[src/verilog/fetch_pkg.sv]
package fetch_pkg;

	//////////////////////////////////////////////////
	// widths with a meaning
	//////////////////////////////////////////////////

	typedef logic [63:0] addr_t;      // byte address into instruction memory
	typedef logic [31:0] inst_t;      // one instruction word
	typedef logic [63:0] mem_word_t;  // one memory beat, two instruction slots

	// byte steps between slots and between aligned fetch words
	localparam addr_t INST_STEP  = 64'd4;
	localparam addr_t FETCH_STEP = 64'd8;

	//////////////////////////////////////////////////
	// thread ownership of the fetch port
	//////////////////////////////////////////////////

	typedef enum logic
	{
		THREAD1_IS_EX = 1'b0,  // thread 1 drives the address this cycle
		THREAD2_IS_EX = 1'b1   // thread 2 drives the address this cycle
	} thread_state_e;

	// everything that can freeze one thread's PC
	typedef struct packed
	{
		logic rs;          // reservation stations full, shared
		logic rob;         // this thread's reorder buffer full
		logic rat;         // free list empty, shared
		logic mem_hazard;  // data side owns memory this cycle
	} stall_t;

	// what one PC unit offers to the thread selector
	typedef struct packed
	{
		addr_t addr;         // aligned fetch address
		addr_t next_pc;      // sequential PC after this fetch
		inst_t inst1;        // first slot
		inst_t inst2;        // second slot
		logic  inst1_valid;
		logic  inst2_valid;
	} fetch_t;

	// per-thread start addresses
	localparam addr_t THREAD1_RESET_PC = 64'h0;
	localparam addr_t THREAD2_RESET_PC = 64'h1000;

endpackage
[src/verilog/if_stage.sv]
module if_stage (
	input  logic                 clock,
	input  logic                 reset,
	input  logic                 is_two_threads,        // round robin on when high

	// redirects from execute, one per thread
	input  logic                 thread1_branch_taken,
	input  logic                 thread2_branch_taken,
	input  fetch_pkg::addr_t     thread1_target_pc,
	input  fetch_pkg::addr_t     thread2_target_pc,

	// back-pressure bundles
	input  fetch_pkg::stall_t    thread1_stall,
	input  fetch_pkg::stall_t    thread2_stall,

	// instruction memory, answers in the same cycle
	input  fetch_pkg::mem_word_t imem_data,
	input  logic                 imem_valid,
	output fetch_pkg::addr_t     proc2imem_addr,

	// towards decode
	output fetch_pkg::addr_t     next_pc_out,
	output fetch_pkg::inst_t     inst1_out,
	output fetch_pkg::inst_t     inst2_out,
	output logic                 inst1_valid,
	output logic                 inst2_valid,
	output logic                 thread1_is_available   // which thread the slots belong to
);

	//////////////////////////////////////////////////
	// wiring between the PC units and the selector
	//////////////////////////////////////////////////

	logic              fetch_enable1;  // selector grants thread 1
	logic              fetch_enable2;  // selector grants thread 2
	fetch_pkg::fetch_t fetch1;         // thread 1 address, next pc, slots
	fetch_pkg::fetch_t fetch2;         // thread 2 address, next pc, slots

	//////////////////////////////////////////////////
	// thread 1 PC
	//////////////////////////////////////////////////

	thread_pc #(
		.reset_pc     (fetch_pkg::THREAD1_RESET_PC)
	) pc1 (
		.clock        (clock),
		.reset        (reset),
		.fetch_enable (fetch_enable1),
		.branch_taken (thread1_branch_taken),
		.target_pc    (thread1_target_pc),
		.stall        (thread1_stall),
		.imem_data    (imem_data),          // same word goes to both units
		.imem_valid   (imem_valid),
		.fetch        (fetch1)
	);

	//////////////////////////////////////////////////
	// thread 2 PC
	//////////////////////////////////////////////////

	thread_pc #(
		.reset_pc     (fetch_pkg::THREAD2_RESET_PC)
	) pc2 (
		.clock        (clock),
		.reset        (reset),
		.fetch_enable (fetch_enable2),
		.branch_taken (thread2_branch_taken),
		.target_pc    (thread2_target_pc),
		.stall        (thread2_stall),
		.imem_data    (imem_data),
		.imem_valid   (imem_valid),
		.fetch        (fetch2)
	);

	//////////////////////////////////////////////////
	// thread selector
	//////////////////////////////////////////////////

	// picks one unit per cycle and drives all top outputs
	thread_select select (
		.clock                (clock),
		.reset                (reset),
		.is_two_threads       (is_two_threads),
		.fetch1               (fetch1),
		.fetch2               (fetch2),
		.fetch_enable1        (fetch_enable1),
		.fetch_enable2        (fetch_enable2),
		.proc2imem_addr       (proc2imem_addr),
		.next_pc_out          (next_pc_out),
		.inst1_out            (inst1_out),
		.inst2_out            (inst2_out),
		.inst1_valid          (inst1_valid),
		.inst2_valid          (inst2_valid),
		.thread1_is_available (thread1_is_available)
	);

endmodule

[src/verilog/thread_select.sv]
module thread_select (
	input  logic              clock,
	input  logic              reset,
	input  logic              is_two_threads,        // low keeps fetch on thread 1
	input  fetch_pkg::fetch_t fetch1,                // offer from thread 1
	input  fetch_pkg::fetch_t fetch2,                // offer from thread 2
	output logic              fetch_enable1,         // thread 1 may fetch
	output logic              fetch_enable2,         // thread 2 may fetch
	output fetch_pkg::addr_t  proc2imem_addr,        // shared memory address
	output fetch_pkg::addr_t  next_pc_out,           // owner's sequential pc
	output fetch_pkg::inst_t  inst1_out,             // decode slot 1
	output fetch_pkg::inst_t  inst2_out,             // decode slot 2
	output logic              inst1_valid,
	output logic              inst2_valid,
	output logic              thread1_is_available   // thread 1 owns fetch
);

	fetch_pkg::thread_state_e state;        // round robin position
	fetch_pkg::thread_state_e next_state;
	fetch_pkg::thread_state_e owner;        // who really fetches this cycle
	fetch_pkg::fetch_t        owner_fetch;  // the selected unit's offer

	//////////////////////////////////////////////////
	// round robin FSM
	//////////////////////////////////////////////////

	// toggles every edge in two thread mode, parks on thread 1 otherwise
	always_comb
	begin
		if (!is_two_threads)
		begin
			next_state = fetch_pkg::THREAD1_IS_EX;
		end
		else
		begin
			case (state)
				fetch_pkg::THREAD1_IS_EX:
				begin
					next_state = fetch_pkg::THREAD2_IS_EX;
				end
				default:
				begin
					next_state = fetch_pkg::THREAD1_IS_EX;
				end
			endcase
		end
	end

	always_ff @(posedge clock)
	begin
		if (reset)
		begin
			state <= fetch_pkg::THREAD1_IS_EX;  // thread 1 starts
		end
		else
		begin
			state <= next_state;
		end
	end

	//////////////////////////////////////////////////
	// owner of the fetch port
	//////////////////////////////////////////////////

	// single thread mode overrides a stale state in the same cycle
	always_comb
	begin
		if (is_two_threads)
		begin
			owner = state;
		end
		else
		begin
			owner = fetch_pkg::THREAD1_IS_EX;
		end
	end

	assign fetch_enable1        = (owner == fetch_pkg::THREAD1_IS_EX);
	assign fetch_enable2        = (owner == fetch_pkg::THREAD2_IS_EX);
	assign thread1_is_available = fetch_enable1;

	//////////////////////////////////////////////////
	// output mux
	//////////////////////////////////////////////////

	always_comb
	begin
		case (owner)
			fetch_pkg::THREAD2_IS_EX:
			begin
				owner_fetch = fetch2;
			end
			default:
			begin
				owner_fetch = fetch1;
			end
		endcase
	end

	// everything below follows the same owner, next pc included
	assign proc2imem_addr = owner_fetch.addr;
	assign next_pc_out    = owner_fetch.next_pc;
	assign inst1_out      = owner_fetch.inst1;
	assign inst2_out      = owner_fetch.inst2;
	assign inst1_valid    = owner_fetch.inst1_valid;  // low on stall or miss
	assign inst2_valid    = owner_fetch.inst2_valid;  // also low for upper slot pc

endmodule

[src/verilog/thread_pc.sv]
module thread_pc #(
	parameter fetch_pkg::addr_t reset_pc = fetch_pkg::THREAD1_RESET_PC  // PC after reset
)(
	input  logic                  clock,
	input  logic                  reset,
	input  logic                  fetch_enable,  // this thread owns fetch this cycle
	input  logic                  branch_taken,  // redirect from execute
	input  fetch_pkg::addr_t      target_pc,     // redirect destination
	input  fetch_pkg::stall_t     stall,         // back-pressure for this thread
	input  fetch_pkg::mem_word_t  imem_data,     // shared memory word
	input  logic                  imem_valid,    // memory answered this cycle
	output fetch_pkg::fetch_t     fetch          // address, next pc and slots
);

	//////////////////////////////////////////////////
	// internal signals
	//////////////////////////////////////////////////

	fetch_pkg::addr_t pc;          // program counter of this thread
	fetch_pkg::addr_t fetch_addr;  // pc rounded down to the memory word
	fetch_pkg::addr_t seq_pc;      // where we go after a good fetch
	fetch_pkg::inst_t low_inst;    // lower addressed slot of the word
	fetch_pkg::inst_t high_inst;   // upper addressed slot of the word
	logic             odd_slot;    // pc points at the upper slot
	logic             stalled;     // any back-pressure source active
	logic             fetch_ok;    // instructions leave this cycle

	//////////////////////////////////////////////////
	// address and slot split
	//////////////////////////////////////////////////

	// bit 2 picks the slot inside the 8 byte word
	assign odd_slot = pc[2];

	// memory is addressed in whole 64 bit words
	assign fetch_addr = {pc[63:3], 3'b000};

	// little end first: lower address sits in the low half
	assign low_inst  = imem_data[31:0];
	assign high_inst = imem_data[63:32];

	// from the upper slot only one instruction leaves, so step 4
	// from the lower slot both leave, so step 8
	always_comb
	begin
		if (odd_slot)
		begin
			seq_pc = pc + fetch_pkg::INST_STEP;   // lands on the next aligned word
		end
		else
		begin
			seq_pc = pc + fetch_pkg::FETCH_STEP;  // skip the whole word
		end
	end

	//////////////////////////////////////////////////
	// fetch success
	//////////////////////////////////////////////////

	// any one of these freezes the thread
	assign stalled = stall.rs
		| stall.rob
		| stall.rat
		| stall.mem_hazard;

	// a redirect kills whatever comes back this cycle, and nothing
	// leaves while the unit is held in reset
	assign fetch_ok = fetch_enable
		& imem_valid
		& ~stalled
		& ~branch_taken
		& ~reset;

	//////////////////////////////////////////////////
	// result towards the selector
	//////////////////////////////////////////////////

	always_comb
	begin
		fetch.addr    = fetch_addr;
		fetch.next_pc = seq_pc;

		if (odd_slot)
		begin
			fetch.inst1 = high_inst;  // only the upper slot is ours
			fetch.inst2 = '0;         // nothing useful in slot 2
		end
		else
		begin
			fetch.inst1 = low_inst;
			fetch.inst2 = high_inst;
		end

		// slot 2 only exists for an aligned pc
		fetch.inst1_valid = fetch_ok;
		fetch.inst2_valid = fetch_ok & ~odd_slot;
	end

	//////////////////////////////////////////////////
	// pc register
	//////////////////////////////////////////////////

	// redirect wins over everything, even when this thread is not
	// selected or is stalled; otherwise advance only on a good fetch
	always_ff @(posedge clock)
	begin
		if (reset)
		begin
			pc <= reset_pc;
		end
		else if (branch_taken)
		begin
			pc <= target_pc;  // may land on either slot
		end
		else if (fetch_ok)
		begin
			pc <= seq_pc;
		end
		// else hold for stall, memory miss or other thread's turn
	end

endmodule

[config.mk]
export PLATFORM = sky130hd
export DESIGN_NAME = if_stage
export DESIGN_NICKNAME = d
export VERILOG_FILES = /design/src/verilog/fetch_pkg.sv /design/src/verilog/if_stage.sv /design/src/verilog/thread_select.sv /design/src/verilog/thread_pc.sv
export SDC_FILE = /design/constraint.sdc
export NUM_CORES = 1
export LEC_CHECK = 0
export ABC_CLOCK_PERIOD_IN_PS = 3500
export CAP_MARGIN = 10
export CORE_ASPECT_RATIO = 1.25
export CORE_MARGIN = 2
export CORE_UTILIZATION = 40
export CTS_CLUSTER_DIAMETER = 60
export DETAILED_ROUTE_END_ITERATION = 8
export DONT_BUFFER_PORTS = 1
export SETUP_SLACK_MARGIN = 0.05
export SYNTH_ARGS = -nofsm -noshare
export SYNTH_HDL_FRONTEND = slang
export SYNTH_SLANG_ARGS = --single-unit
[constraint.sdc]
create_clock -name clock -period 3.5 [get_ports clock]
set_input_delay 0.175 -clock clock [delete_from_list [all_inputs] [get_ports clock]]
set_output_delay 0.175 -clock clock [all_outputs]
set_load 0.02 [all_outputs]
==> metrics.md <==
| Metric | Value |
|---|---|
| CTS buffer count | 17 |
| Global-route wire length before repair | 77.9 mm |
| Hold Slack | 0.00602 ns |
| Clock tree buffer depth | 2 |
| Avg WL per Cell | 26.0 µm |
| Detail Route Antenna Nets | 0 |
| Syn_area_per_cell | 6.90 µm² |
| RSZ-0062 raised after global routing | true |
| Post-synth EDFFs | 0 |
| FP Rows | 68 |
| Register bit total from synthesis | 129 |
| Setup total negative slack | 0 ns |
| CTS H-tree depth | 4 |
| Ys Warns | 0 |
| Via density | 6.27 |
| Ratio of cells with drive above 1 in the final layout | 11.1% |
| Grt ovf | 0 |
| Highest clock rate | 294 MHz |
| Num ports | 401 |
| Post-synth top area share | 23.4% |
| Remaining DRCs | 0 |
| Synth cell count leaders | nand2_1 (301), dfxtp_1 (129), clkbuf_1 (121) |
| Reg clk slew, reported paths | 0.07 ns |
| Synth area leader | dfxtp_1 |
| P_leak | 5.13 nW |
| Largest net degree at the start of global routing | 132 |
| Power per cell area | 346 mW/mm² |
| Startpoint types | register |
| Drt pass-1 iters | 6 |
| DIE HEIGHT | 190 µm |
| Minimum clock period | 3.40 ns |
| CTS sink cnt | 129 |
| Slew headroom | 31.6% |
| DR iter-0 viols | 1,268 |
| Placed Area | 0.0116 mm² |
| Netlist cell types | 63 |
| Initial core utilization | 40.3% |
| WP data arrival | 3.22 ns |
| Period utilisation layout | 97.1% |
| Design area | 0.0136 mm² |
| Ys async rst share | 0% |
| CTS tree | done |
| Vias in the first global route | 12,400 |
| Core Area | 0.0274 mm² |
| # nets final | 1,897 |
| Setup violators final | 0 |
| Worst IR Drop VDD | 273 µV |
| Top-count cell post-synth | nand2_1 |
| HP Class | primary input to register |
| Max-cap violations | 0 |
| Die Span X | 153 µm |
| Final hold violations | 0 |
| Top cells by area, synth | dfxtp_1 (23%), nand2_1 (10%), xor2_1 (7.5%), o21ai_0 (4.3%), clkbuf_1 (4.1%) |
| Final slew viol count | 0 |
| WL final | 53.4 mm |
| Final RePlAce weighted congestion | 0.978 |
| Via Count | 12,900 |
| Gate Count Post-Synth | 1,601 |
| Skew-Pair Late Insertion Delay | 0.44 ns |
| Tot GR Track Use | 35.4% |
| Die area | 0.0290 mm² |
| Clk root buf | clkbuf_16 |
| Final clock skew | 0.0154 ns |
| Area of the mapped netlist | 0.0110 mm² |
| Critical Path Fanout Max | 5 |
| Slew @ Worst Pin | 1.02 ns |
| Status | finished, final reports clean |
| Worst Path Required | 3.32 ns |
| IO Port Bufs | 0 |
| Antenna violations before repair | 6 |
| Area growth syn-to-layout | 23.0% |
| Ys flop type | dfxtp_1 |
| Register area share after synthesis | 23.4% |
| WS Path Type | register to primary output |
| Crit end category | primary output |
| Dpl hpwl | 39.8 mm |
## report_power, final
part / total (mW) / internal, mW / switching [mW]
Combinational: 1.04 / 0.379 / 0.662
Sequential: 1.71 / 1.55 / 0.156
Clock: 1.94 / 1.16 / 0.783
## critical path, stage by stage (launching register included)
cell     delay (ns)
dfxtp_1        0.34
ha_1           0.24
nand3_1        0.21
or4_4          0.59
or4_4          0.58
o31a_1         0.33
nor3_1         0.20
a21oi_1        0.10
buf_4          0.20
## what timing repair did
action,in CTS,in global routing
setup buffers,0,2
hold buffers,125,3
setup endpoints to repair,0,14
hold endpoints to repair,129,2
gates resized for setup,0,9
## stage by stage
stage               total power [mW]  setup slack (ns)  std cells  util, %
CTS                             4.67            0.0762       2046     49.3
detailed placement              2.58             0.526       1890     42.3
global route                    4.83            0.0319       2056     49.6
global placement                2.57             0.558       1890     42.3
floorplan                       2.35             0.673       1604        -
finish                          4.69             0.102       2057     49.6
## cell families after synthesis
family          Yosys count  synth area share (%)
flops                   129                  23.4
other cells               1                0.0340
compound gates          344                  19.3
simple gates            754                  33.9
fa+ha+maj                 2                 0.227
mux                      66                  6.35
xor+xnor                129                  10.2
buf+inv                 176                  6.54
## per-layer routing
layer / global-route usage [%] / vias to the layer above / wire length (µm)
met4: 18.6 / 0 / 3030
li1: - / 5908 / -
met5: 0 / - / 0
met1: 39.3 / 6166 / 19200
met3: 7.18 / 134 / 4320
met2: 63.8 / 690 / 26900
## worst paths after layout
check	startpoint	end	slack [ns]	cells past startpoint
setup / recovery	pc1.pc[3]	next_pc_out[55]	0.10	8
setup reg to reg	pc2.pc[8]	pc2.pc[48]	0.51	8
hold / removal	thread1_target_pc[36]	pc1.pc[36]	0.006	2
hold reg to reg	select.state	select.state	0.43	1
## layout make-up
cell class / count / area, µm²
repair buffers: 222 / 2040
diodes: 6 / 15.0
inverters: 20 / 77.6
well taps: 350 / 438
clock buffers: 19 / 453
flip-flops and latches: 129 / 2590
multi-input cells: 1299 / 7810
clock inverters: 12 / 158
fillers: 2828 / 13800
## registers in the layout, indices dropped and copies added, names as in the netlist
| signal | flops |
|---|---|
| pc2.pc | 64 |
| select.state | 1 |
| pc1.pc | 64 |
## placed cells by master (no fill, tap or decap), types with 7 or more instances in the layout
cell type	instances
nand2_1	301
dfxtp_1	126
dlygate4sd3_1	125
nor2_1	111
xor2_1	94
o21ai_0	93
buf_4	93
a21oi_1	83
nand3_1	60
nand4_1	55
a31oi_1	50
and2_1	43
xnor2_1	35
and3_1	33
nor3_1	33
mux2_2	33
mux2i_1	32
or3_1	32
a22oi_1	23
nor4_1	22
and4_1	21
a211oi_1	19
inv_1	18
clkbuf_16	17
a221oi_1	15
o211ai_1	10
o31a_1	7
a21o_1	7
a32oi_1	7
Power figures use the tool's default switching activity.
